==> config.mk <==
export PLATFORM = sky130hd
export DESIGN_NAME = bin_to_bcd
export DESIGN_NICKNAME = d
export VERILOG_FILES = /design/src/hw/adc_meter_pkg.sv /design/src/hw/bin_to_bcd.sv
export SDC_FILE = /design/constraint.sdc
export NUM_CORES = 1
export LEC_CHECK = 0
export BUFFER_PORTS_ARGS = -buffer_cell sky130_fd_sc_hd__buf_4
export CAP_MARGIN = 40
export CORE_ASPECT_RATIO = 0.8
export CORE_MARGIN = 3
export CORE_UTILIZATION = 49
export CTS_CLUSTER_SIZE = 40
export DETAILED_ROUTE_END_ITERATION = 10
export HOLD_SLACK_MARGIN = 0.08
export MAX_ROUTING_LAYER = met4
export PLACE_DENSITY = 0.74
export SYNTH_ARGS = -nofsm -noshare
export SYNTH_HDL_FRONTEND = slang
export SYNTH_SLANG_ARGS = --single-unit
==> constraint.sdc <==
create_clock -name sys_clk -period 1.2 [get_ports sys_clk]
set_input_delay 0.3 -clock sys_clk [delete_from_list [all_inputs] [get_ports sys_clk]]
set_output_delay 0.3 -clock sys_clk [all_outputs]
set_load 0.01 [all_outputs]
==> src/hw/adc_meter_pkg.sv <==
// types and codes shared by the ADC voltmeter pipeline
// digit codes above 9 are display-only and never come out of the converter

package adc_meter_pkg;

	// one ADC reading, unsigned binary
	typedef logic [7:0] sample_t;

	// 0 to 9 decimal, 10 blank, 14 letter E
	typedef logic [3:0] bcd_digit_t;

	// active low, bit 7 decimal point, bits 6..0 segments g..a
	typedef logic [7:0] seg_code_t;

	localparam bcd_digit_t digit_blank = 4'd10;
	localparam bcd_digit_t digit_err   = 4'd14;

	// reader FSM
	typedef enum logic [2:0] {
		idle,
		start,
		addr,
		addr_ack,
		data,
		master_nack,
		stop
	} i2c_state_t;

endpackage

==> src/hw/bin_to_bcd.sv <==
// shift-and-add-three, one step per clock, bcd_valid 9 clocks after sample_valid
// a sample_valid during a running conversion is ignored
`timescale 1ns/1ps

module bin_to_bcd import adc_meter_pkg::*; (
	input  logic       sys_clk,
	input  logic       sys_rst_n,
	input  sample_t    sample,
	input  logic       sample_valid,
	output bcd_digit_t hundreds,
	output bcd_digit_t tens,
	output bcd_digit_t ones,
	output logic       bcd_valid
);

	sample_t     bin_q;
	logic [11:0] bcd_q;
	logic [11:0] bcd_adj;
	logic [2:0]  step;
	logic        busy;

	// add 3 to every nibble that is 5 or more
	function automatic logic [11:0] add3(input logic [11:0] v);
		logic [11:0] r;
		r = v;
		for (int i = 0; i < 3; i++) begin
			if (r[i*4 +: 4] >= 4'd5)
				r[i*4 +: 4] = r[i*4 +: 4] + 4'd3;
		end
		return r;
	endfunction

	// digits corrected before the next shift
	assign bcd_adj = add3(bcd_q);

	always_ff @(posedge sys_clk or negedge sys_rst_n) begin
		if (!sys_rst_n) begin
			busy      <= 1'b0;
			step      <= 3'd0;
			bcd_valid <= 1'b0;
		end else begin
			bcd_valid <= busy && step == 3'd7;
			if (!busy && sample_valid) begin
				busy <= 1'b1;
				step <= 3'd0;
			end else if (busy) begin
				step <= step + 3'd1;
				if (step == 3'd7)
					busy <= 1'b0;
			end
		end
	end

	always_ff @(posedge sys_clk) begin
		if (!busy && sample_valid) begin
			bin_q <= sample;
			bcd_q <= '0;
		end else if (busy) begin
			bcd_q <= {bcd_adj[10:0], bin_q[7]};
			bin_q <= {bin_q[6:0], 1'b0};
		end
	end

	assign hundreds = bcd_q[11:8];
	assign tens     = bcd_q[7:4];
	assign ones     = bcd_q[3:0];

	assert property (@(posedge sys_clk) disable iff (!sys_rst_n)
		bcd_valid |-> (hundreds <= 4'd9 && tens <= 4'd9 && ones <= 4'd9));

endmodule

[Word-level counts from Yosys, hierarchy flattened]
Index checks and enable logic that the tools add are counted.
Storage, ports and cells
  register bits after elaboration: 25
  input port bits: 11
  word-level logic and storage cells: 27
Cells by class
  add/subtract/negate cells: 4
  $lt $le $gt $ge: 3
  equal/unequal tests: 1
  mux-type cells: 10
  reduce and logical (&&, ||, !) cells: 4
Operator list (number)
  8-bit 2-to-1 mux: 2
  4-bit by 3-bit greater-or-equal comparator with 1-bit output, second input constant: 3
  3-bit 2-to-1 mux: 3
  4-bit by 2-bit adder with 4-bit output, second input constant: 2
  4-bit 2-to-1 mux: 2
  3-bit by 1-bit adder with 3-bit output, second input constant: 1
  3-bit by 2-bit adder with 3-bit output, second input constant: 1
  3-bit == test, second input constant: 1
  1-bit 2-to-1 mux: 3
  1-bit logical AND: 2
  2-bit nonzero test: 1
  1-bit logical NOT: 1

[Longest topological paths before layout]
  depth after elaboration: 4
  mapped depth: 5
  mapped depth without buffers: 5

[Worst setup path before layout]
No wires, ideal clock.
  path kind: register -> register
  from: reg bcd_q[1]
  to: reg bcd_q[2]
  setup time: 0.115 ns
  arrival time: 1.276 ns
  required time: 1.085 ns
  setup slack: -0.191 ns
  stages on the path, launching flop included: 6
  buffers on the path: 0
  period minus slack after synthesis: 1.391 ns
  cell sequence: dfxtp_1 -> inv_1 -> ha_1 -> nand2b_4 -> a211o_1 -> a31o_1
On the way
  longest elaborated chain between the ends: 2
Ends and longest elaborated chain
  start, declared: line bin_to_bcd.sv:17  | logic [11:0] bcd_q;
  start signal, assigned: line bin_to_bcd.sv:59  | bcd_q <= {bcd_adj[10:0], bin_q[7]};
  4-bit by 2-bit adder with 4-bit output / 4-bit by 3-bit greater-or-equal comparator with 1-bit output (equally long branches): line bin_to_bcd.sv:28, bin_to_bcd.sv:27
  4-bit 2-to-1 mux *: line bin_to_bcd.sv:27  | if (r[i*4 +: 4] >= 4'd5)
Every way passes the cells marked *; elsewhere a longest branch is shown, timed or not.
A chain may end at the register's enable or synchronous reset.

[Final worst setup path]
  from: reg bcd_q[0]
  to: reg bcd_q[2]
Same word-level chain as after synthesis.

==> results.tsv <==
metric	value	unit
design.core.area	0.00250	mm²
die_h	52.4	µm
grt_max_degree	19	
period_share	107	%
fmax	0.781	GHz
layout_common_cells	45 x buf_4, 12 x dfxtp_4, 11 x buf_6	
wl_per_cell	16.7	µm
start_kind	register	
ys_seq_area_share	45.9	%
area_growth_syn_to_layout	55.2	%
leakage	0.000881	µW
fillerInstances	144	
yosysTopAreaCell	dfxtp_1	
drt_iter0_drc	112	
clk_latency	330	ps
hold_violations	0	
row_count	16	
cap_viol_max_count	0	
die_area	0.00336	mm²
status	complete, but fails checks	
gp_congestion	0.912	
synthArstFlopShare	20.0	%
grtUsageTotal	21.8	%
floorplan.initialDensity	52.8	%
drc	0	
drive_gt1_share	59.5	%
vias	1178	
finalSetupViolCount	19	
worst-slew-pin-transition	296	ps
routed_wl	3500	µm
critPathCaptureType	register	
cts_htree_levels	1	
die_x	64.0	µm
syn_area_per_cell	11.4	µm²
antenna_found_initial	0	
slew_headroom	80.1	%
total_power	6080	µW
setup_ws	-80.1	ps
grt_pass1_wl	5330	µm
cts_sinks	25	
skew	8.69	ps
syn_area	0.00132	mm²
synth-seq-cells	25	
cts_buffer_depth	2	
hold_path_class	in2reg	
violations	negative setup slack	
finalMaxSlewViolations	0	
synth-edff-count	8	
mostFrequentLayoutCell	buf_4	
cp.arrival	1510	ps
p_per_area	2970	mW/mm²
post_drt_via_cell_ratio	5.64	
io_pins	24	
syn_nets	135	
grt.overflow.total	0	
netlist-cell-type-count	36	
whs	251	ps
cts_inserted_buffers	3	
synth_top_area_share	18.2	%
period_needed	1280	ps
place_ws	-79.9	ps
yosys_warnings	0	
rsz0062_at_grt	true	
ir_drop	1.46	mV
dp_hpwl	2240	µm
io_buffers	23	
synth.area.top_cells	dfxtp_1 18%, edfxtp_1 18%, dfrtp_1 9.5%, ha_1 7.6%, mux2_1 6.0%	
diodes	0	
crit_type	reg2reg	
dr.pass1.iters	4	
synth-main-ff-cell	dfxtp_1	
grt_pass1_vias	1084	
cts_tree	done	
root_buffer	clkbuf_4	
synthCells	116	
cp.required	1430	ps
path_clk_slew	140	ps
ant_nets	0	
crit_fanout	5	
nNetsFinal	193	
cells in the mapped netlist, types with 2 or more instances:
master    count
ha_1          8
o21ai_1       3
dfrtp_1       5
buf_6         2
mux2_1        7
nor3_1        2
and3_1        3
nand2_1       5
nor2_1        2
edfxtp_1      8
nor3b_1       3
nand3_1       6
a22o_1        2
o22ai_1       3
inv_4         2
a211o_1       2
nor2b_1       3
dfxtp_1      12
and2_1        3
nor4b_2       2
a21oi_1       4
a31oi_1       2
a311o_1       2
inv_1         7
nand2b_4      2
a32oi_1       3
a2111o_1      3
a31o_1        2
cell type report:
type	instances	area [µm²]	share of cell area (%)
multi-input cells	78	805	39.3
flip-flops and latches	25	652	31.8
repair buffers	57	472	23.0
inverters	9	48.8	2.38
well taps	36	45.0	2.20
clock buffers	4	26.3	1.28
cell families (layout without fill, tap and decap cells):
family          after synthesis  in the layout  synth area share (%)
simple gates                 33             33                  17.3
compound gates               30             30                  17.6
flops                        25             25                  45.9
buf+inv                      13             70                  5.59
fa+ha+maj                     8              8                  7.58
mux                           7              7                  5.97
power breakdown:
group          internal, µW  switching, µW
clock network           130            258
logic                  2150           1650
registers              1460            426
worst max-delay path: stages (launching register included):
cell and delay, ps:
dfxtp_4 390, inv_1 110, ha_4 170, nand2b_4 80, a211o_1 270, a31o_1 170
path summary, 6_finish.rpt:
path / from / to / slack, ps / cells after the start
max: bcd_q[0] / bcd_q[2] / -80 / 5
min: sample[3] / bin_q[3] / 250 / 2
max in group asynchronous: sys_rst_n / busy / 800 / 2
max reg2reg: bcd_q[0] / bcd_q[2] / -80 / 5
min reg2reg: bcd_q[7] / bcd_q[7] / 520 / 2
min in group asynchronous: sys_rst_n / step[0] / 290 / 2
repair_timing:
| action | CTS | global route |
|---|---|---|
| hold endpoints to repair | 5 | 0 |
| hold buffers | 1 | 0 |
| buffers inserted | 4 | 12 |
| pin swaps | 2 | 3 |
| endpoints found under the setup margin | 36 | 38 |
| resized for setup | 30 | 17 |
stage by stage:
stage                     instances  cell area (µm²)  TNS [ps]  utilization (%)
final                           209             2050      -768             81.9
after global placement          188             1730      -290             69.1
after global routing            209             2050     -1560             81.9
after floorplan                 116             1430     -75.7                -
after CTS                       197             1890      -696             75.6
after detailed placement        188             1730     -1140             69.1
registers in the layout (all words and copies together), names as in the netlist:
register	count
bcd_q	12
bcd_valid	1
step	3
busy	1
bin_q	8
metal layers:
| layer | part of all wire (%) | global-route usage, % | vias to the layer above |
|---|---|---|---|
| li1 | - | - | 561 |
| met1 | 43 | 24.4 | 574 |
| met2 | 52 | 38.1 | 34 |
| met3 | 3.3 | 5.36 | 9 |
| met4 | 1.9 | 8.60 | 0 |
| met5 | 0 | - | - |
No activity file was read; power rests on OpenSTA's default activity.
