**src/hw/adc_meter_pkg.sv**
```systemverilog
// types and codes shared by the ADC voltmeter pipeline
// digit codes above 9 are display-only and never come out of the converter

package adc_meter_pkg;

	// one ADC reading, unsigned binary
	typedef logic [7:0] sample_t;

	// 0 to 9 decimal, 10 blank, 14 letter E
	typedef logic [3:0] bcd_digit_t;

	// active low, bit 7 decimal point, bits 6..0 segments g..a
	typedef logic [7:0] seg_code_t;

	localparam bcd_digit_t digit_blank = 4'd10;
	localparam bcd_digit_t digit_err   = 4'd14;

	// reader FSM
	typedef enum logic [2:0] {
		idle,
		start,
		addr,
		addr_ack,
		data,
		master_nack,
		stop
	} i2c_state_t;

endpackage

```
**src/hw/seg_scan.sv**
```systemverilog
// eight-position common-anode scanner, segments and selects active low
// position 0 is the ones digit; positions 3 to 7 are always blank
`timescale 1ns/1ps

module seg_scan import adc_meter_pkg::*; #(
	parameter int scan_div = 16
) (
	input  logic       sys_clk,
	input  logic       sys_rst_n,
	input  bcd_digit_t hundreds,
	input  bcd_digit_t tens,
	input  bcd_digit_t ones,
	input  logic       bcd_valid,
	input  logic       ack_error,
	output seg_code_t  seg_number,
	output logic [7:0] seg_choice
);

	localparam int div_w = $clog2(scan_div + 1);

	bcd_digit_t       hund_q, tens_q, ones_q;
	bcd_digit_t       code;
	logic [div_w-1:0] div_cnt;
	logic [2:0]       pos;

	function automatic seg_code_t decode(input bcd_digit_t d);
		case (d)
			4'd0:    return 8'hc0;
			4'd1:    return 8'hf9;
			4'd2:    return 8'ha4;
			4'd3:    return 8'hb0;
			4'd4:    return 8'h99;
			4'd5:    return 8'h92;
			4'd6:    return 8'h82;
			4'd7:    return 8'hf8;
			4'd8:    return 8'h80;
			4'd9:    return 8'h90;
			4'd14:   return 8'h86;
			default: return 8'hff;
		endcase
	endfunction

	// error overrides the three value positions
	always_comb begin
		case (pos)
			3'd0:    code = ack_error ? digit_err : ones_q;
			3'd1:    code = ack_error ? digit_blank : tens_q;
			3'd2:    code = ack_error ? digit_blank : hund_q;
			default: code = digit_blank;
		endcase
	end

	always_ff @(posedge sys_clk or negedge sys_rst_n) begin
		if (!sys_rst_n) begin
			hund_q     <= digit_blank;
			tens_q     <= digit_blank;
			ones_q     <= digit_blank;
			div_cnt    <= '0;
			pos        <= 3'd0;
			seg_number <= 8'hff;
			seg_choice <= 8'hfe;
		end else begin
			// leading zero blanking, ones always shown
			if (bcd_valid) begin
				hund_q <= (hundreds == 4'd0) ? digit_blank : hundreds;
				tens_q <= (hundreds == 4'd0 && tens == 4'd0) ? digit_blank : tens;
				ones_q <= ones;
			end
			if (div_cnt == div_w'(scan_div - 1)) begin
				div_cnt <= '0;
				pos     <= pos + 3'd1;
			end else begin
				div_cnt <= div_cnt + 1'b1;
			end
			seg_number <= decode(code);
			seg_choice <= ~(8'b1 << pos);
		end
	end

	assert property (@(posedge sys_clk) disable iff (!sys_rst_n)
		$onehot(~seg_choice));

endmodule

```
**config.mk**
```make
export PLATFORM = sky130hd
export DESIGN_NAME = seg_scan
export DESIGN_NICKNAME = d
export VERILOG_FILES = /design/src/hw/adc_meter_pkg.sv /design/src/hw/seg_scan.sv
export SDC_FILE = /design/constraint.sdc
export NUM_CORES = 1
export LEC_CHECK = 0
export BUFFER_PORTS_ARGS = -buffer_cell sky130_fd_sc_hd__buf_2
export CAP_MARGIN = 5
export CORE_MARGIN = 4
export CORE_UTILIZATION = 55
export CTS_BUF_LIST = sky130_fd_sc_hd__clkbuf_8
export DETAILED_ROUTE_END_ITERATION = 6
export PLACE_DENSITY_LB_ADDON = 0.08
export SKIP_LAST_GASP = 1
export SLEW_MARGIN = 20
export SYNTH_ARGS = -nofsm -noshare
export SYNTH_HDL_FRONTEND = slang
export SYNTH_SLANG_ARGS = --single-unit
```
**constraint.sdc**
```tcl
create_clock -name sys_clk -period 2.55 [get_ports sys_clk]
set_clock_uncertainty 0.15 [all_clocks]
set_input_delay 0.1275 -clock sys_clk [delete_from_list [all_inputs] [get_ports sys_clk]]
set_output_delay 0.1275 -clock sys_clk [all_outputs]
set_load 0.01 [all_outputs]
```
[Yosys cells after proc, flatten, opt, wreduce, memory -nomap -nowiden]
Memory sizes are Yosys's and may differ from the RTL's. A register that Yosys moved wholly into a read port is not among the register bits.
Index checks and enable logic that the tools add are counted.
Storage, ports and cells
  register bits: 36
  memory bits (read-only): 112
  input bits: 16
  logic and storage cells: 27
  memories: 1
Cells by class
  add/subtract/negate cells: 2
  equality and inequality tests: 3
  shift-type cells: 1
  multiplexer cells: 7
  bitwise logic cells: 1
  reductions and logical operators: 5
Memories
  (no name shown): depth 16, width 7, read ports 1, clocked after memory_dff 1, write ports 0, line seg_scan.sv:27  | case (d)
Operators with widths (count)
  $mux W4: 5
  $pmux W4 S3: 1
  $logic_not A4 Y1: 2
  $not A8 Y8: 1
  $shl A1 B3 Y8 const A: 1
  $add A5 B1 Y5 const B: 1
  $eq A5 B4 Y1 const B: 1
  $mux W5: 1
  $add A3 B1 Y3 const B: 1
  $eq A3 B1 Y1 const B: 1
  $eq A3 B2 Y1 const B: 1
  $logic_not A3 Y1: 1
  $logic_and A1 B1 Y1: 1
  $logic_not A1 Y1: 1

[Depth between registers and ports, before layout]
Gate-level depths: netlist of run 1.
  word-level depth: 3
  gate-level depth with buffers: 8

[Least setup slack after synthesis of run 1]
Ideal clock, no wire load.
  path kind: register to register
  start: register pos[0]
  end: register seg_number[0]
  arrival: 2097 ps
  data required time: 2306 ps
  path slack: 210 ps
  stages on the path, launching flop included: 8
  path buffers: 0
  path through: dfrtp_1 > inv_1 > ha_1 > or3_4 > nand3_1 > inv_1 > ha_1 > mux4_2
On the way
  longest elaborated chain between the ends: 2
  elaborated cells on any way between the ends: 4
  classes of those cells: eq/ne (2); mux (1); reduce/logical (1)
RTL lines
  start, declared: line seg_scan.sv:24  | logic [2:0] pos;
  start signal, assigned: line seg_scan.sv:71  | pos <= pos + 3'd1;
  $eq A3 B2 Y1, or another cell as far along: line seg_scan.sv:45  | case (pos)
  $pmux W4 S3 *: line seg_scan.sv:45
  end, declared: line seg_scan.sv:15  | output seg_code_t seg_number,
Every way passes the cells marked *; elsewhere a longest branch is shown, timed or not.
A chain may end at the register's enable or synchronous reset.

[Worst setup path after layout of run 1]
  start: register pos[0]
  end: register seg_number[5]
The elaborated chain is that of the path after synthesis.

==> impl.org, run 1 <==
** Global routing
- Initial antenna violation count :: 0
- The first global-routing pass estimated about 5000 um of wire.
- For this run, the total global-route usage over all layers was measured as between 10% and 20%.
- Global routing finished with a remaining overflow of 0.
- Pin count of the biggest net entering global routing :: 36
- Number of global-route vias before repair :: between 1k and 1.5k

** Power
- Power density cells :: just over 500 nW/um^2
- Leakage power total :: between 0.9 and 1 nW
- Highest ir drop seen on vdd :: 0.534 mV
- Total design power :: about 0.0010 W

** Logic synthesis
- Syn_nets :: between 150 and 200
- Register bit total from synthesis :: 35
- Mapped Avg Cell Area :: between 10 and 15 um^2
- The synthesized netlist occupies a cell area of 1600 um^2.
- For this run, the number of Yosys warnings is 0.
- In this run the biggest area consumer among cell types represents 32.9% of the synthesized area.
- The number of different library cells used by synthesis comes to 29.
- Biggest area consumer among synthesized cells :: sky130_fd_sc_hd__dfstp_2
- Cell count after synthesis :: 125
- Ranking of synthesized cells by area :: sky130_fd_sc_hd__dfstp_2 33%, sky130_fd_sc_hd__dfrtp_1 23%, sky130_fd_sc_hd__ha_1 9.4%
- Register area share after synthesis :: approximately 56%

** Detailed routing
- Detail Route Antenna Nets :: 0
- DRC violations left :: 0
- Summing over every cut layer, the via total after detailed routing is 1,104.
- First-pass DRT Iterations :: 4
- The final layout contains routed wiring with a total length of around 2800 um.
- Vias per inst :: between 5 and 6
- Initial drt markers :: 42
- After detailed routing, the average wire length per cell comes to 13.8 um.

** Clocking
- Clock tree synthesis found a total of 35 sinks.
- Clock latency on the worst-skew pair, taken at its later pin, is roughly 0.28 ns.
- Clock tree from TritonCTS :: built
- Counting along the longest clock path gives a buffer depth of 2.
- Cell chosen for the clock root :: sky130_fd_sc_hd__clkbuf_8
- The number of clock buffers added by TritonCTS is 5.
- Clock slew seen by the registers of the worst setup and hold paths :: around 0.070 ns
- The H-tree was split into 2 levels.

** Floorplan
- The core region is 2760 um^2.
- # rows :: 19
- 32 I/O pins were placed.
- The die covers about 3800 um^2.
- Once the floorplan was initialized, standard cells occupied approximately 58% of the core.
- The floorplan step set the die width to around 62 um.
- Die extent in y :: slightly above 60 um

** Worst setup path
- For the worst setup path, the data required time is around 2.6 ns.
- At the worst endpoint, the arrival time is ~2.5 ns.
- The worst setup path is of the reg -> reg kind.
- Along the worst path, the maximum fanout reaches 7.
- Endpoint class of the critical path :: flip-flop
- The worst setup path is launched from a flip-flop.

** Placed design
- Worst setup slack after placement :: between 0.06 and 0.07 ns
- Port Buf Inserts :: 30
- Instance area after placement :: 1780 um^2
- Routability-driven placement finished with a final weighted congestion of 0.776.
- After legalization and detailed placement, the total HPWL measured 2020 um.

** STA
- Setup slack on the critical path of the routed design comes to 0.0946 ns.
- For the pin with the worst max-slew slack, the measured transition is 0.701 ns.
- Part of the cycle the worst path needs :: roughly 96%
- Final number of max-transition violations :: 0
- The smallest clock period supported by the final layout is computed as roughly 2.5 ns.
- Summed over all failing endpoints, the final setup total negative slack is 0 ns.
- Setup violations remaining at the end of the flow were counted as 0.
- Count of final hold-check violations :: 0
- In this run the tightest slew margin relative to its limit is between 50% and 60%.
- For this run, the top clock speed supported by timing is between 400 and 500 MHz.

** Finish
- Summing all non-filler instances in the final layout gives an area of about 2000 um^2.
- Share of layout cells above drive strength 1 :: ~42%
- Number of diodes added for antenna fixing :: 0
- Area overhead of the layout relative to synthesis :: 25.7%
- Final net count :: between 200 and 250
- After filler insertion, the fill cell instance count of the layout stands at about 190.

** Flow run
- Number of max-capacitance violations reported :: 0

** Hold path
- Class of the tightest hold or removal check :: in -> reg

** Outcome
- Result of the run :: complete, no violations
-- layout make-up --
cell class | count | area, um^2 | area share (%)
flip-flops and latches | 35 | 901 | 44.8
well taps | 31 | 38.8 | 1.93
clock inverters | 3 | 12.5 | 0.623
inverters | 10 | 40.0 | 1.99
repair buffers | 45 | 298 | 14.8
multi-input cells | 77 | 651 | 32.4
clock buffers | 5 | 68.8 | 3.42
-- layer usage --
metal  vias to the layer above  wire [um]  track usage (%)
li1                        525          -                -
met1                       521       1120             21.0
met2                        49       1410             31.2
met3                         9        221             5.99
met4                         0         92             7.27
met5                         -          0                0
-- Yosys cell counts --
library cell and instances:
sky130_fd_sc_hd__a21oi_1 3, sky130_fd_sc_hd__a222oi_1 3, sky130_fd_sc_hd__a22oi_1 2, sky130_fd_sc_hd__and2_1 1
sky130_fd_sc_hd__buf_4 1, sky130_fd_sc_hd__clkbuf_1 2, sky130_fd_sc_hd__clkinv_1 1, sky130_fd_sc_hd__conb_1 1
sky130_fd_sc_hd__dfrtp_1 15, sky130_fd_sc_hd__dfstp_2 20, sky130_fd_sc_hd__ha_1 12, sky130_fd_sc_hd__inv_1 8
sky130_fd_sc_hd__inv_4 1, sky130_fd_sc_hd__mux2_2 9, sky130_fd_sc_hd__mux2i_1 4, sky130_fd_sc_hd__mux4_2 3
sky130_fd_sc_hd__nand2_1 11, sky130_fd_sc_hd__nand3_1 3, sky130_fd_sc_hd__nand3_2 1, sky130_fd_sc_hd__nand3b_1 1
sky130_fd_sc_hd__nor2_1 9, sky130_fd_sc_hd__nor2b_1 1, sky130_fd_sc_hd__nor4_1 2, sky130_fd_sc_hd__o21ai_0 3
sky130_fd_sc_hd__o22a_1 2, sky130_fd_sc_hd__o2bb2ai_1 1, sky130_fd_sc_hd__or3_4 1, sky130_fd_sc_hd__xnor2_1 1
sky130_fd_sc_hd__xor2_1 3
-- cell usage in the layout (no fill, tap or decap), types with 2 or more instances in the layout --
cell type | Yosys | layout
sky130_fd_sc_hd__mux2i_1 | 4 | 4
sky130_fd_sc_hd__mux4_2 | 3 | 3
sky130_fd_sc_hd__dfrtp_1 | 15 | 15
sky130_fd_sc_hd__nand3_1 | 3 | 2
sky130_fd_sc_hd__dlygate4sd3_1 | 0 | 14
sky130_fd_sc_hd__mux2_2 | 9 | 9
sky130_fd_sc_hd__dfstp_2 | 20 | 20
sky130_fd_sc_hd__a222oi_1 | 3 | 3
sky130_fd_sc_hd__o21ai_0 | 3 | 3
sky130_fd_sc_hd__clkbuf_8 | 0 | 5
sky130_fd_sc_hd__a22oi_1 | 2 | 2
sky130_fd_sc_hd__ha_1 | 12 | 11
sky130_fd_sc_hd__buf_2 | 0 | 30
sky130_fd_sc_hd__inv_1 | 8 | 10
sky130_fd_sc_hd__o22a_1 | 2 | 2
sky130_fd_sc_hd__nor4_1 | 2 | 2
sky130_fd_sc_hd__nor2_1 | 9 | 9
sky130_fd_sc_hd__nand2_1 | 11 | 11
sky130_fd_sc_hd__a21oi_1 | 3 | 3
sky130_fd_sc_hd__xor2_1 | 3 | 3
sky130_fd_sc_hd__nand3_2 | 1 | 2
-- through the flow --
stage | utilization [%] | std cells | hold WS (ns)
finish | 72.9 | 206 | 0.0625
global route | 72.9 | 206 | 0.104
CTS | 72.6 | 206 | 0.0446
detailed placement | 64.6 | 184 | 0.0666
global placement | 64.6 | 184 | 0.0562
floorplan | - | 125 | -0.318
-- final timing paths --
path / startpoint / slack, ns / end / depth (start not counted)
worst min register to register: div_cnt[0] / 0.32 / div_cnt[0] / 1
worst min-delay path: bcd_valid / 0.06 / hund_q[3] / 3
worst max register to register: pos[0] / 0.09 / seg_number[5] / 8
worst max-delay path: pos[0] / 0.09 / seg_number[5] / 8
min in group asynchronous: sys_rst_n / 0.28 / pos[0] / 2
max in group asynchronous: sys_rst_n / 1.52 / seg_choice[0] / 2
-- power by group --
part / internal, W / leakage, nW / switching (W)
clock network: 0.000183 / 0.0505 / 0.000173
logic: 0.0000383 / 0.490 / 0.0000288
registers: 0.000582 / 0.386 / 0.0000121
-- flip-flops by register name, indices dropped and copies added, names as in the netlist --
register / flops
div_cnt: 5
pos: 3
hund_q: 4
seg_number: 7
ones_q: 4
tens_q: 4
seg_choice: 8
-- logic make-up (layout without fill, tap and decap cells) --
kind of cell / count (synthesis) / after routing / synth area share [%]
muxes: 16 / 16 / 13.1
DFF: 35 / 35 / 56.3
buffers and inverters: 13 / 63 / 3.44
AOI/OAI and AO/OA: 14 / 14 / 6.34
and+or+nand+nor: 30 / 30 / 9.00
adders and majority gates: 12 / 12 / 9.39
other: 1 / 1 / 0.235
xor gates and xnor gates: 4 / 4 / 2.19
-- worst max-delay path, stage by stage (launching register included) --
cell	delay [ns]
sky130_fd_sc_hd__dfrtp_1	0.39
sky130_fd_sc_hd__inv_1	0.10
sky130_fd_sc_hd__ha_1	0.30
sky130_fd_sc_hd__a222oi_1	0.40
sky130_fd_sc_hd__nand3_2	0.20
sky130_fd_sc_hd__inv_1	0.15
sky130_fd_sc_hd__ha_1	0.18
sky130_fd_sc_hd__inv_1	0.04
sky130_fd_sc_hd__mux4_2	0.45
-- timing repair --
action,4_1_cts,5_1_grt
setup endpoints to repair,0,4
setup buffers,0,0
endpoints found under the hold margin,27,0
hold buffers,14,0
resized for setup,0,2
Note: power is estimated with default switching activity, not from simulation.
==> inputs of run 2 (changes only) <==
--- a/config.mk
+++ b/config.mk
@@ -11,7 +11,8 @@
 export CORE_UTILIZATION = 55
 export CTS_BUF_LIST = sky130_fd_sc_hd__clkbuf_8
 export DETAILED_ROUTE_END_ITERATION = 6
-export PLACE_DENSITY_LB_ADDON = 0.08
+export HOLD_SLACK_MARGIN = 0.1
+export PLACE_DENSITY = 0.79
 export SKIP_LAST_GASP = 1
 export SLEW_MARGIN = 20
 export SYNTH_ARGS = -nofsm -noshare
==> impl.org, run 2 (synthesis results as in run 1) <==
** Placed design
- The number of I/O port buffers came to 30 (unchanged).
- Total placed cells including tap cells :: 184 (unchanged)
- HPWL reported at the end of detailed placement :: 2030 um (+0.13%)
- Final GP Congestion :: 0.802 (+3.4%)

** Floorplan
- Die outline width :: 61.9 um (unchanged)
- Count of boundary I/O pins :: 32 (unchanged)
- The placement row count was 19 (unchanged).
- Die Footprint :: 3830 um^2 (unchanged)
- Area of the core region :: 2760 um^2 (unchanged)
- Die extent in y :: 61.9 um (unchanged)
- The effective utilization at floorplan is 58.0% (unchanged).

** Clocking
- The number of H-tree branching levels came to 2 (unchanged).
- Cell chosen for the clock root :: sky130_fd_sc_hd__clkbuf_8
- The number of buffers inserted to repair setup after CTS is 0 (unchanged).
- The buffer levels on the longest clock path was 2 (unchanged).
- The number of buffers created by CTS came to 5 (unchanged).
- Clock tree from TritonCTS :: built
- Number of clock sinks :: 35 (unchanged)
- Clock slew seen by the registers of the worst setup and hold paths :: 0.08 ns (about the same)
- The worst-skew pair later-pin latency came to 0.29 ns (about the same).

** Detailed routing
- The detailed-route wire length is 3150 um (+11%).
- Total number of vias :: 1,148 (+4.0%)
- The number of violations reported at the end of detailed-routing iteration 0 came to 23 (-45%).
- First-pass DRT Iterations :: 4 (unchanged)
- Average wire per cell in the routed design :: 15.0 um (+8.8%)
- Vias per inst :: 5.47 (+2.0%)
- Detail Route Antenna Nets :: 0 (unchanged)
- The number of remaining DRC errors was 0 (unchanged).

** Worst setup path
- The maximum fanout count along the critical path is 3 (-4).
- Worst setup path category :: in -> reg
- The arrival time reported for the critical path endpoint was 2.53 ns (+0.03 ns).
- The worst setup path is launched from a primary input.
- The required time of the critical path came to 2.64 ns (+0.05 ns).
- STA classifies the critical path endpoint as a flip-flop.

** Global routing
- Number of global-route vias before repair :: 1,187 (+8.8%)
- Initial antenna violation count :: 0 (unchanged)
- The global-route usage over all layers is 19.4% (+1.2 points).
- The total congestion overflow after global routing is 0 (unchanged).
- The maximum number of pins on one net before global-route repair was 36 (unchanged).
- Global-route wire length before repair :: 5180 um (+5.8%)

** Finish
- Number of diodes added for antenna fixing :: 0 (unchanged)
- The library cell used most frequently in the layout, excluding fill and tap cells, is sky130_fd_sc_hd__buf_2.
- Leaving out fill and tap cells, the most frequent cells in the layout are 30 x sky130_fd_sc_hd__buf_2, 20 x sky130_fd_sc_hd__dfstp_2, 18 x sky130_fd_sc_hd__dlygate4sd3_1, 15 x sky130_fd_sc_hd__dfrtp_1, 11 x sky130_fd_sc_hd__nand2_1.
- Max reg flops :: 8 (unchanged)
- Largest registers in the final layout :: seg_choice: 8 flops, seg_number: 7 flops, div_cnt: 5 flops
- The fraction of final layout cells with drive strength greater than 1 was 43.0% (+0.73 points).
- Ranked by flip-flop count, first place goes to seg_choice.
- Area overhead of the layout relative to synthesis :: 29.0%
- The count of nets after finishing came to 206 (+2.0%).
- Final core occ :: 74.8% (+2.0 points)
- Post-route non-filler standard cell count :: 210 (+1.9%)

** STA
- Transition time at the pin with the least slew margin :: 0.729 ns (+0.0282 ns)
- Setup TNS Final :: 0 ns (unchanged)
- Post-layout min period :: 2.44 ns (-0.0113 ns)
- Final number of max-transition violations :: 0 (unchanged)
- Part of the cycle the worst path needs :: 95.8% (-0.44 points)
- Highest achievable clock rate :: 409 MHz (+0.46%)
- Setup repair after global routing missed its margin :: false
- The worst hold slack after final layout is 0.171 ns (+0.108 ns).
- Count of final hold-check violations :: 0 (unchanged)
- The normalized max-slew margin was 51.4% (-1.9 points).
- The setup-violating endpoint count in the final report came to 0 (unchanged).

** Hold path
- Class of the tightest hold or removal check :: in -> reg

** Flow run
- The max-cap check violation count was 0 (unchanged).

** Power
- Power density cells :: 521 nW/um^2 (+2.8%)
- The peak supply drop came to 0.489 mV (-8.4%).
- The leakage power is 0.938 nW (+1.1%).

** Outcome
- Result of the run :: complete, no violations
-- run 2: area by class of cell --
class / instances / area, um^2
flip-flops and latches: 35 / 901
fillers: 180 / 694
multi-input cells: 77 / 654
repair buffers: 49 / 338
clock buffers: 6 / 82.6
inverters: 10 / 40.0
well taps: 31 / 38.8
clock inverters: 2 / 8.76
-- run 2: what timing repair did --
action                                 in CTS  in global routing
endpoints found under the hold margin      27                  0
hold buffers                               18                  0
resized for setup                           0                  4
setup endpoints to repair                   0                  2
-- run 2: path summary, 6_finish.rpt --
| kind | from | endpoint | slack (ns) | cells past startpoint |
|---|---|---|---|---|
| worst min-delay path | bcd_valid | hund_q[2] | 0.17 | 2 |
| worst max-delay path | hundreds[1] | hund_q[1] | 0.11 | 7 |
| max in group asynchronous | sys_rst_n | ones_q[0] | 1.49 | 2 |
| min in group asynchronous | sys_rst_n | pos[0] | 0.29 | 2 |
| worst max register to register | pos[0] | seg_number[5] | 0.11 | 7 |
| worst min register to register | div_cnt[0] | div_cnt[0] | 0.32 | 1 |
-- run 2: power breakdown --
group	switching (W)	internal [W]	total, W
clock network	0.000187	0.000214	0.000401
registers	0.0000129	0.000582	0.000595
logic	0.0000327	0.0000458	0.0000785
total	0.000233	0.000841	0.00107
-- run 2: critical path: stages --
cell,delay [ns]
sky130_fd_sc_hd__dlygate4sd3_1,0.55
sky130_fd_sc_hd__buf_2,0.14
sky130_fd_sc_hd__nor4_2,0.37
sky130_fd_sc_hd__nor2_1,0.06
sky130_fd_sc_hd__dlygate4sd3_1,0.57
sky130_fd_sc_hd__a21oi_1,0.17
sky130_fd_sc_hd__dlygate4sd3_1,0.56
-- run 2: stage by stage --
step | setup WS (ns) | total power, W | instance area [um^2]
final | 0.106 | 0.00107 | 2060
after global routing | 0.00602 | 0.00112 | 2060
after CTS | 0.0820 | 0.00108 | 2050
after detailed placement | 0.139 | 0.000654 | 1780
after global placement | 0.245 | 0.000651 | 1780
after floorplan | 0.210 | 0.000624 | 1600
-- run 2: routing by layer --
metal | track usage [%] | part of all wire (%) | vias up
met2 | 34.4 | 51 | 43
met5 | 0 | 0 | -
li1 | - | - | 541
met1 | 20.6 | 39 | 557
met3 | 7.44 | 7.0 | 7
met4 | 8.18 | 2.3 | 0
