### config.mk
export PLATFORM = sky130hd
export DESIGN_NAME = i2c_adc_reader
export DESIGN_NICKNAME = d
export VERILOG_FILES = /design/src/hw/adc_meter_pkg.sv /design/src/hw/i2c_adc_reader.sv
export SDC_FILE = /design/constraint.sdc
export NUM_CORES = 1
export LEC_CHECK = 0
export BUFFER_PORTS_ARGS = -buffer_cell sky130_fd_sc_hd__buf_2
export CORE_ASPECT_RATIO = 0.7
export CORE_MARGIN = 1.5
export CORE_UTILIZATION = 42
export CTS_CLUSTER_DIAMETER = 50
export DETAILED_ROUTE_END_ITERATION = 12
export GPL_TIMING_DRIVEN = 0
export PLACE_DENSITY = 0.59
export SLEW_MARGIN = 20
export SYNTH_ARGS = -nofsm -noshare
export SYNTH_HDL_FRONTEND = slang
export SYNTH_SLANG_ARGS = --single-unit
### constraint.sdc
create_clock -name sys_clk -period 2.5 [get_ports sys_clk]
set_clock_uncertainty 0.05 [all_clocks]
set_input_delay 0.25 -clock sys_clk [delete_from_list [all_inputs] [get_ports sys_clk]]
set_output_delay 0.25 -clock sys_clk [all_outputs]
set_load 0.01 [all_outputs]
### src/hw/adc_meter_pkg.sv
// types and codes shared by the ADC voltmeter pipeline
// digit codes above 9 are display-only and never come out of the converter

package adc_meter_pkg;

	// one ADC reading, unsigned binary
	typedef logic [7:0] sample_t;

	// 0 to 9 decimal, 10 blank, 14 letter E
	typedef logic [3:0] bcd_digit_t;

	// active low, bit 7 decimal point, bits 6..0 segments g..a
	typedef logic [7:0] seg_code_t;

	localparam bcd_digit_t digit_blank = 4'd10;
	localparam bcd_digit_t digit_err   = 4'd14;

	// reader FSM
	typedef enum logic [2:0] {
		idle,
		start,
		addr,
		addr_ack,
		data,
		master_nack,
		stop
	} i2c_state_t;

endpackage

### src/hw/i2c_adc_reader.sv
// I2C master polling a single byte from the ADC, no clock stretching
// sda_in is sampled directly, so the bus must be synchronous enough to sys_clk
// one SCL bit takes 4 * scl_div clocks; sda is only ever pulled low
`timescale 1ns/1ps

module i2c_adc_reader import adc_meter_pkg::*; #(
	parameter logic [6:0] device_addr = 7'h48,
	parameter int         scl_div     = 4,
	parameter int         poll_gap    = 64
) (
	input  logic    sys_clk,
	input  logic    sys_rst_n,
	output logic    scl,
	output logic    sda_oe,
	input  logic    sda_in,
	output sample_t sample,
	output logic    sample_valid,
	output logic    ack_error
);

	localparam int div_w = $clog2(scl_div + 1);
	localparam int gap_w = $clog2(poll_gap + 1);

	i2c_state_t       state, state_d;
	logic [1:0]       phase, phase_d;
	logic [2:0]       bit_cnt, bit_cnt_d;
	sample_t          shift, shift_d;
	logic [div_w-1:0] div_cnt;
	logic [gap_w-1:0] gap_cnt;
	logic             tick;
	logic             read_ok;
	logic             scl_d;
	logic             oe_d;
	logic             done_ok;

	// quarter SCL period
	assign tick = (div_cnt == div_w'(scl_div - 1));

	// read finished with an acknowledged address
	assign done_ok = tick && state == stop && phase == 2'd3 && read_ok;

	always_comb begin
		state_d   = state;
		phase_d   = phase;
		bit_cnt_d = bit_cnt;
		shift_d   = shift;
		if (state == idle) begin
			if (gap_cnt == gap_w'(poll_gap - 1)) begin
				state_d = start;
				phase_d = 2'd0;
				shift_d = {device_addr, 1'b1};
			end
		end else if (tick) begin
			phase_d = phase + 2'd1;
			// data bits taken at the end of the scl high level
			if (state == data && phase == 2'd2)
				shift_d = {shift[6:0], sda_in};
			if (phase == 2'd3) begin
				case (state)
					start: begin
						state_d   = addr;
						bit_cnt_d = 3'd0;
					end
					addr: begin
						shift_d   = {shift[6:0], 1'b0};
						bit_cnt_d = bit_cnt + 3'd1;
						if (bit_cnt == 3'd7)
							state_d = addr_ack;
					end
					addr_ack: begin
						state_d   = read_ok ? data : stop;
						bit_cnt_d = 3'd0;
					end
					data: begin
						bit_cnt_d = bit_cnt + 3'd1;
						if (bit_cnt == 3'd7)
							state_d = master_nack;
					end
					master_nack: state_d = stop;
					default:     state_d = idle;
				endcase
			end
		end
	end

	// bus levels for the state being entered
	// phases 1 and 2 are scl high for every bit slot
	always_comb begin
		scl_d = 1'b1;
		oe_d  = 1'b0;
		case (state_d)
			start: begin
				scl_d = (phase_d != 2'd3);
				oe_d  = phase_d[1];
			end
			addr: begin
				scl_d = (phase_d == 2'd1 || phase_d == 2'd2);
				oe_d  = !shift_d[7];
			end
			addr_ack, data, master_nack: begin
				scl_d = (phase_d == 2'd1 || phase_d == 2'd2);
			end
			stop: begin
				scl_d = (phase_d != 2'd0);
				oe_d  = (phase_d != 2'd3);
			end
			default: begin
				scl_d = 1'b1;
				oe_d  = 1'b0;
			end
		endcase
	end

	always_ff @(posedge sys_clk or negedge sys_rst_n) begin
		if (!sys_rst_n) begin
			state        <= idle;
			phase        <= 2'd0;
			bit_cnt      <= 3'd0;
			div_cnt      <= '0;
			gap_cnt      <= '0;
			read_ok      <= 1'b0;
			scl          <= 1'b1;
			sda_oe       <= 1'b0;
			sample_valid <= 1'b0;
			ack_error    <= 1'b0;
		end else begin
			state   <= state_d;
			phase   <= phase_d;
			bit_cnt <= bit_cnt_d;
			scl     <= scl_d;
			sda_oe  <= oe_d;
			div_cnt <= (state == idle || tick) ? '0 : div_cnt + 1'b1;
			gap_cnt <= (state == idle) ? gap_cnt + 1'b1 : '0;
			if (tick && state == addr_ack && phase == 2'd2) begin
				read_ok <= !sda_in;
				if (sda_in)
					ack_error <= 1'b1;
			end
			sample_valid <= done_ok;
			if (done_ok)
				ack_error <= 1'b0;
		end
	end

	always_ff @(posedge sys_clk) begin
		shift <= shift_d;
		if (done_ok)
			sample <= shift;
	end

	// sda may only move under a high scl for START and STOP
	assert property (@(posedge sys_clk) disable iff (!sys_rst_n)
		($past(scl) && scl && $changed(sda_oe)) |-> (state inside {start, stop}));

	assert property (@(posedge sys_clk) disable iff (!sys_rst_n)
		sample_valid |=> !sample_valid);

endmodule

[Word-level counts from Yosys, hierarchy flattened]
Index checks and enable logic that the tools add are counted.
Cells by class
  equality and inequality tests: 21
  bitwise logic cells: 1
  multiply operators: 0
  magnitude comparators: 0
  $add $sub $neg: 4
  reduce and logical (&&, ||, !) cells: 22
  mux-type cells: 25
  shift-type cells: 0
  div/mod/pow operators: 0
Operators by type and width (count)
  $mux 8: 6
  $eq 3x3->1 const B: 7
  $mux 3: 7
  $eq 3x2->1 const B: 5
  $pmux 3 s5: 1
  $reduce_bool 2->1: 5
  $mux 2: 4
  $add 7x1->7 const B: 1
  $eq 7x6->1 const B: 1
  $mux 7: 1
  $add 3x1->3 const B: 2
  $eq 2x2->1 const B: 3
  $eq 3x1->1 const B: 2
  $logic_and 1x1->1: 6
  $pmux 1 s3: 2
  $pmux 3 s2: 1
  $ne 2x2->1 const B: 2
  $reduce_and 2->1: 2
  $reduce_and 4->1: 1
  $reduce_or 2->1: 2
  $reduce_or 4->1: 1
  $logic_not 3->1: 1
  $mux 1: 3
  $add 2x1->2 const B: 1
  4 further kinds: 6
Word-level totals
  output and inout bits: 12
  latch bits: 0
  memory bits (writable): 0
  flip-flop bits (word level): 39
  word-level logic and storage cells: 86
  bits in read-only memories: 0
  memories: 0
  input port bits: 3

[Longest topological paths before layout]
Gate-level depths: netlist of the first run.
  depth after elaboration: 9
  gate-level depth with buffers: 10
  mapped depth without buffers: 9

[Worst setup path before layout of the first run]
Ideal clock, no wire load.
  path type: reg-to-reg
  from: reg div_cnt[0]
  to: reg sample[0] (enable)
  library setup time: 0.400 ns
  arrival time: 1.924 ns
  data required time: 2.050 ns
  stages on the path, launching flop included: 6
  path buffers: 1
  setup slack: 0.126 ns
  clock period less this slack: 2.374 ns
  cell sequence: dfrtp_1 ha_1 ha_1 buf_2 nand2_1 nor4_1
Between the ends
  cells in the longest elaborated chain, start to end: 4
RTL lines
  from (decl): line i2c_adc_reader.sv:28  | logic [div_w-1:0] div_cnt;
  from (signal assigned): line i2c_adc_reader.sv:132  | div_cnt <= (state == idle || tick) ? '0 : div_cnt + 1'b1;
  $eq 3x2->1: line i2c_adc_reader.sv:37  | assign tick = (div_cnt == div_w'(scl_div - 1));
  $logic_and 1x1->1 (3 in a row): line i2c_adc_reader.sv:40  | assign done_ok = tick && state == stop && phase == 2'd3 && read_ok;
  via done_ok: line i2c_adc_reader.sv:34  | logic done_ok;
  to (signal assigned): line i2c_adc_reader.sv:148  | sample <= shift;
  to (decl): line i2c_adc_reader.sv:16  | output sample_t sample,
The timed path passes the listed nets, and every way through them passes these cells.
A chain may end at the register's enable or synchronous reset.

[Worst setup path after layout of the first run]
  from: reg div_cnt[0]
  to: reg scl
Between the ends
  cells in the longest elaborated chain, start to end: 6
  elaborated cells between the ends (all ways): 18
  those cells by class: 10 x eq/ne; 5 x mux; 3 x reduce/logical
RTL lines
  $eq 3x2->1 (*): line i2c_adc_reader.sv:37
  $mux 3 (*): line i2c_adc_reader.sv:53  | end else if (tick) begin
  $mux 3 (*): line i2c_adc_reader.sv:47  | if (state == idle) begin
  via state_d[2]: line i2c_adc_reader.sv:24  | i2c_state_t state, state_d;
  $eq 3x2->1 / $eq 3x3->1 (equally long branches): line i2c_adc_reader.sv:91  | case (state_d)
  $reduce_or 4->1 (no line)
  $pmux 1 s3 (*): line i2c_adc_reader.sv:91
  via scl_d: line i2c_adc_reader.sv:32  | logic scl_d;
  to (signal assigned): line i2c_adc_reader.sv:130  | scl <= scl_d;
  to (decl): line i2c_adc_reader.sv:13  | output logic scl,
Mark *: on every way through the listed nets, which the timed path passes. The rest lies on a longest branch.

==> impl_metrics.py, run 1 <==
metrics = {
    "yosys": {
        "yosysUniqueCellTypes": 42,
        "yosysTopAreaCell": "dfrtp_1",
        "syn_inst": 171,
        "synth_edf_count": 15,
        "synthTopCellsByArea": "dfrtp_1, edfxtp_1, ha_1",
        "ys_ff_latch": 39,
        "synthTopCellsByCount": "dfrtp_1, nor2_1, edfxtp_1",
        "netlist_area_um2": 1930,
        "ys.flop_type": "dfrtp_1",
        "yosysMostFrequentCell": "dfrtp_1",
        "synth_area_per_cell_um2": 11.3,
        "synth-async-reset-ratio_pct": 59.0,
        "ys_seq_area_share_pct": 54.2,
        "synth_nets": 184,
        "ys_warn_count": 0,
        "yosysTopAreaCellShare_pct": 28.5,
    },
    "sta": {
        "worstMarginPinSlew_ns": 0.682,
        "holdWs_ns": 0.113,
        "hold_viol_final": 0,
        "min_period_ns": 2.38,
        "finalSetupViolCount": 0,
        "setup_slack_ns": 0.121,
        "rsz0062_at_grt": "false",
        "slew_viol_final": 0,
        "timing.final.crit_share_pct": 95.1,
        "fmax_ghz": 0.420,
        "slew_headroom_pct": 54.1,
    },
    "run_status": {
        "status": "finished clean",
    },
    "placement": {
        "gp_congestion": 0.855,
        "post-place-ws_ns": 0.0493,
        "place_area_um2": 2090,
        "place_inst": 241,
        "hpwlAfterDp_mm": 2.84,
        "port_buffers": 14,
    },
    "clocking": {
        "cts_tree": "built",
        "h-tree-depth": 2,
        "cts_root_buffer": "clkbuf_8",
        "clock_latency_ns": 0.29,
        "postCtsSetupRepairBufs": 0,
        "cts_made_buffers": 5,
        "clk_pin_slew_worst_paths_ns": 0.07,
        "cts_num_sinks": 39,
        "clockBufferDepth": 2,
    },
    "floorplan": {
        "ios": 15,
        "die-area_um2": 5020,
        "start_util_pct": 44.1,
        "core_um2": 4380,
        "rows": 20,
        "die_w_um": 84.1,
        "die_y_um": 59.8,
    },
    "power": {
        "total_power_mw": 1.08,
        "p_leak_nw": 0.931,
        "power-per-cell-area_nw_per_um2": 488,
        "peakVddDrop_mv": 0.291,
    },
    "min_path": {
        "worst_hold_path_type": "primary input to register",
        "worstHoldStart": "sda_in",
    },
    "setup_path": {
        "cp-endpoint": "scl",
        "cp_max_fo": 9,
        "path_cells": "ha_1 > ha_1 > buf_2 > and2_1 > clkbuf_2 > nand3_2 > o311ai_4 > or3_1 > o221a_1",
        "cp-start-kind": "register",
        "critPathTopFamily": "simple AND/OR/NAND/NOR gates",
        "crit_slowest_cell": "or3_1",
        "r2r_setup_slack_ns": 0.12,
        "slowest_delay_ns": 0.41,
        "cp-end-kind": "register",
        "cp_data_required_time_ns": 2.67,
        "r2r-start": "div_cnt[0]",
        "cp.arrival_ns": 2.55,
        "critical_path_depth": 9,
        "crit_start": "div_cnt[0]",
        "worstSetupPathType": "register to register",
        "critical_path_buf_inv_count": 2,
        "r2r_end": "scl",
        "cp_common_cell": "ha_1",
        "r2r_cells": 9,
    },
    "global_routing": {
        "grt_pass1_vias": 1393,
        "grt_max_degree": 24,
        "grt.total_usage_pct": 17.0,
        "antenna_found_initial": 0,
        "grt_overflow": 0,
        "grt_pass1_wl_mm": 6.53,
    },
    "final_layout": {
        "diodes": 0,
        "nets": 207,
        "finish.instance_area_um2": 2210,
        "drive_above_1_share_pct": 19.5,
        "stdcell_count": 250,
        "area_delta_synth_final_pct": 14.1,
    },
    "detailed_routing": {
        "drt_iter0_drc": 64,
        "wl_per_cell_um": 15.1,
        "drc_errors": 0,
        "drt-total-wl_mm": 3.79,
        "dr.pass1.iters": 4,
        "vias_per_cell": 5.50,
        "vias": 1375,
        "postRouteAntennaNets": 0,
    },
    "run": {
        "cap_violations": 0,
    },
}
sequential cells by signal (all words and copies together) (netlist names):
| register | count |
|---|---|
| sample | 8 |
| shift | 8 |
| gap_cnt | 7 |
| bit_cnt | 3 |
| div_cnt | 3 |
| state | 3 |
| phase | 2 |
| ack_error | 1 |
| read_ok | 1 |
| sample_valid | 1 |
| scl | 1 |
| sda_oe | 1 |
cells in the final DEF, fill, tap and decap left out, drive strengths merged, types with 9 or more instances in the layout:
cell type	n
nand2	9
nand3	9
inv	9
buf	19
edfxtp	15
ha	10
nor2	18
clkbuf	9
o21ai	11
dfrtp	22
where the power goes:
part	switching [mW]	total [mW]	internal, mW
sequential	0	0.660	0.660
clock	0.214	0.406	0.192
combinational	0.00807	0.0103	0.00220
total	0.222	1.08	0.854
metal layers:
layer	routed length, um	GRT usage, %	vias up
met1	1910	22.5	677
met2	1650	26.9	26
met3	133	4.14	10
met4	93	7.73	0
li1	-	-	662
met5	0	0	-
area by class of cell:
| type | count | area [um2] |
|---|---|---|
| Tap cell | 55 | 68.8 |
| Sequential cell | 39 | 1050 |
| Buffer | 7 | 42.5 |
| Clock buffer | 6 | 72.6 |
| Multi-Input combinational cell | 116 | 845 |
| Inverter | 9 | 33.8 |
| Clock inverter | 2 | 8.76 |
| Timing Repair Buffer | 16 | 87.6 |
| Fill cell | 403 | 2170 |
cell families (layout without fill, tap and decap cells):
family,after synthesis,count (layout),synth area share (%)
AOI/OAI and AO/OA,29,29,11.4
xor gates and xnor gates,7,7,3.17
adders and majority gates,10,10,6.47
buffers and inverters,16,40,3.75
DFF,39,39,54.2
muxes,8,8,4.27
and+or+nand+nor,62,62,16.8
what timing repair did:
action,in CTS,in global routing
endpoints found under the setup margin,0,2
endpoints found under the hold margin,22,0
hold buffers,1,0
resized for setup,0,8
how the worst min path moves through the flow:
| stage | endpoint | depth (start not counted) |
|---|---|---|
| final | read_ok | 2 |
| after global routing | read_ok | 2 |
| after CTS | read_ok | 2 |
| after detailed placement | sda_oe | 1 |
| after global placement | gap_cnt[5] | 1 |
| after floorplan | ack_error | 0 |
stage by stage:
step           util [%]  setup TNS (ns)
2_1_floorplan         -               0
3_3_place_gp       47.3           -3.71
3_5_place_dp       47.6               0
4_1_cts            49.7               0
5_1_grt            50.4               0
6_report           50.4               0
worst reg2reg max path, stage by stage, from the launching register on:
cell,delay (ns)
dfrtp_1,0.39
ha_1,0.21
ha_1,0.17
buf_2,0.17
and2_1,0.17
clkbuf_2,0.18
nand3_2,0.13
o311ai_4,0.16
or3_1,0.42
o221a_1,0.26
No activity file was read; power rests on OpenSTA's default activity.
==> run 2: changes to the inputs <==
--- a/config.mk
+++ b/config.mk
@@ -9,9 +9,9 @@
 export CORE_ASPECT_RATIO = 0.7
 export CORE_MARGIN = 1.5
-export CORE_UTILIZATION = 42
+export CORE_UTILIZATION = 40
 export CTS_CLUSTER_DIAMETER = 50
 export DETAILED_ROUTE_END_ITERATION = 12
 export GPL_TIMING_DRIVEN = 0
-export PLACE_DENSITY = 0.59
+export PLACE_DENSITY = 0.57
 export SLEW_MARGIN = 20
 export SYNTH_ARGS = -nofsm -noshare
==> constraint.sdc (replaced) <==
create_clock -name sys_clk -period 2.5 [get_ports sys_clk]
set_clock_uncertainty 0.05 [all_clocks]
set_input_delay 0.5 -clock sys_clk [delete_from_list [all_inputs] [get_ports sys_clk]]
set_output_delay 0.5 -clock sys_clk [all_outputs]
set_load 0.01 [all_outputs]
==> impl_metrics.py, run 2 (synthesized netlist as in run 1, its figures left out) <==
metrics = {
    "setup_path": {
        "path_cells": "buf_2 > inv_1 > ha_4 > nor2b_1 > o21ai_1 > o311ai_4 > or3_1 > o221a_1",
        "r2r_cells": 8,
        "crit_slowest_cell": "or3_1",
        "critPathTopFamily": "compound AO/OA/AOI/OAI gates",
        "cp_max_fo": 10,
        "worstSetupPathType": "register to register",
        "r2r_setup_slack_ns": 0.13,
        "cp_data_required_time_ns": 2.67,
        "cp-end-kind": "register",
        "r2r_end": "scl",
        "r2r-start": "state[1]",
        "critical_path_depth": 8,
        "slowest_delay_ns": 0.42,
        "cp.arrival_ns": 2.54,
        "cp-start-kind": "register",
        "critical_path_buf_inv_count": 2,
    },
    "global_routing": {
        "grt_pass1_wl_mm": 6.33,
        "grt_pass1_vias": 1313,
        "antenna_found_initial": 0,
        "grt_max_degree": 24,
        "grt_overflow": 0,
        "grt.total_usage_pct": 16.2,
    },
    "sta": {
        "timing.final.crit_share_pct": 94.6,
        "rsz0062_at_grt": "true",
        "worstMarginPinSlew_ns": 0.661,
        "slew_headroom_pct": 55.6,
        "min_period_ns": 2.37,
        "fmax_ghz": 0.423,
        "finalSetupViolCount": 0,
        "holdWs_ns": 0.125,
        "hold_viol_final": 0,
        "slew_viol_final": 0,
    },
    "run_status": {
        "status": "finished clean",
    },
    "floorplan": {
        "ios": 15,
        "core_um2": 4480,
        "die_y_um": 61.2,
        "start_util_pct": 43.2,
        "die_w_um": 86.1,
        "rows": 20,
        "die-area_um2": 5270,
    },
    "detailed_routing": {
        "wl_per_cell_um": 15.5,
        "drt_iter0_drc": 110,
        "dr.pass1.iters": 4,
        "drc_errors": 0,
        "vias": 1373,
        "drt-total-wl_mm": 3.89,
        "postRouteAntennaNets": 0,
        "vias_per_cell": 5.47,
    },
    "power": {
        "power-per-cell-area_nw_per_um2": 492,
        "p_leak_nw": 0.938,
        "swShare_pct": 21.6,
        "seq_power_share_pct": 60.4,
        "peakVddDrop_mv": 0.251,
        "clkPwrFrac_pct": 38.8,
        "switchingPower_uw": 236,
        "internal_power_uw": 856,
        "total_power_mw": 1.09,
        "p_comb_share_pct": 0.8,
    },
    "min_path": {
        "worst_hold_path_type": "primary input to async pin",
    },
    "clocking": {
        "cts_root_buffer": "clkbuf_8",
        "h-tree-depth": 2,
        "cts_num_sinks": 39,
        "clockBufferDepth": 2,
        "clock_latency_ns": 0.29,
        "cts_tree": "built",
        "cts_made_buffers": 5,
        "cts_hold_buffers": 0,
        "clk_pin_slew_worst_paths_ns": 0.08,
    },
    "final_layout": {
        "finish.instance_area_um2": 2220,
        "drive_above_1_share_pct": 20.4,
        "nets": 208,
        "diodes": 0,
        "area_delta_synth_final_pct": 14.7,
        "reg.largest.list": "sample: 8 flops, shift: 8 flops, gap_cnt: 7 flops",
        "final_common_cell": "dfrtp_1",
        "mostFrequentLayoutCells": "dfrtp_1, buf_2, nor2_1",
    },
    "placement": {
        "hpwlAfterDp_mm": 2.76,
        "port_buffers": 14,
        "gp_congestion": 0.772,
        "place_area_um2": 2090,
    },
    "run": {
        "cap_violations": 0,
    },
}
run 2: cell count changes in the layout (fill, tap and decap cells not counted), sizes merged:
cell / previous run / this run
buf: 19 / 23
clkinv: 2 / 1
clkinvlp: 0 / 1
dlygate4sd3: 1 / 0
clkbuf: 9 / 7
run 2: worst register-to-register path: stages, from the launching register on:
cell	delay (ns)
dfrtp_1	0.37
buf_2	0.21
inv_1	0.18
ha_4	0.33
nor2b_1	0.07
o21ai_1	0.21
o311ai_4	0.19
or3_1	0.43
o221a_1	0.26
run 2: per-stage QoR:
stage	instances	util, %	setup WS [ns]	TNS (ns)
4_1_cts	249	48.5	0.0325	0
5_1_grt	251	49.5	-0.00292	-0.00292
3_5_place_dp	241	46.6	0.0758	0
6_report	251	49.5	0.134	0
2_1_floorplan	171	-	0.126	0
3_3_place_gp	240	46.3	-0.414	-3.87
run 2: how the worst max path moves through the flow:
stage | start | end | slack (ns)
global route | div_cnt[0] | scl | -0.003
detailed placement | state[1] | scl | 0.08
finish | state[1] | scl | 0.13
floorplan | div_cnt[0] | sample[0] | 0.13
global placement | div_cnt[0] | sample[5] | -0.41
CTS | state[1] | scl | 0.03
run 2: layout make-up:
cell class | count | area, um2
fill | 401 | 2260
sequential | 39 | 1050
multi-input combinational | 116 | 847
timing repair buffer | 18 | 100
clock buffer | 6 | 72.6
tap | 55 | 68.8
buffer | 6 | 35.0
inverter | 9 | 33.8
clock inverter | 2 | 12.5
run 2: power by group through the flow:
stage / Clock, mW / Sequential [mW] / Combinational, mW
2_1_floorplan: 0 / 0.673 / 0.0000559
3_3_place_gp: 0 / 0.673 / 0.00909
3_5_place_dp: 0 / 0.673 / 0.00991
4_1_cts: 0.437 / 0.660 / 0.00987
5_1_grt: 0.467 / 0.660 / 0.0107
6_report: 0.423 / 0.660 / 0.00908
run 2: layer usage:
layer | up-vias | wire length, um | part of all wire [%] | global-route usage (%)
met5 | - | 0 | 0 | 0
met4 | 0 | 51 | 1.3 | 7.60
met3 | 7 | 226 | 5.8 | 5.09
met2 | 44 | 1670 | 43 | 24.3
met1 | 655 | 1950 | 50 | 21.9
li1 | 667 | - | - | -
run 2: repair_timing:
item                       4_1_cts  5_1_grt
buffers inserted                 0        3
setup endpoints to repair        0        2
resized for setup                0        4
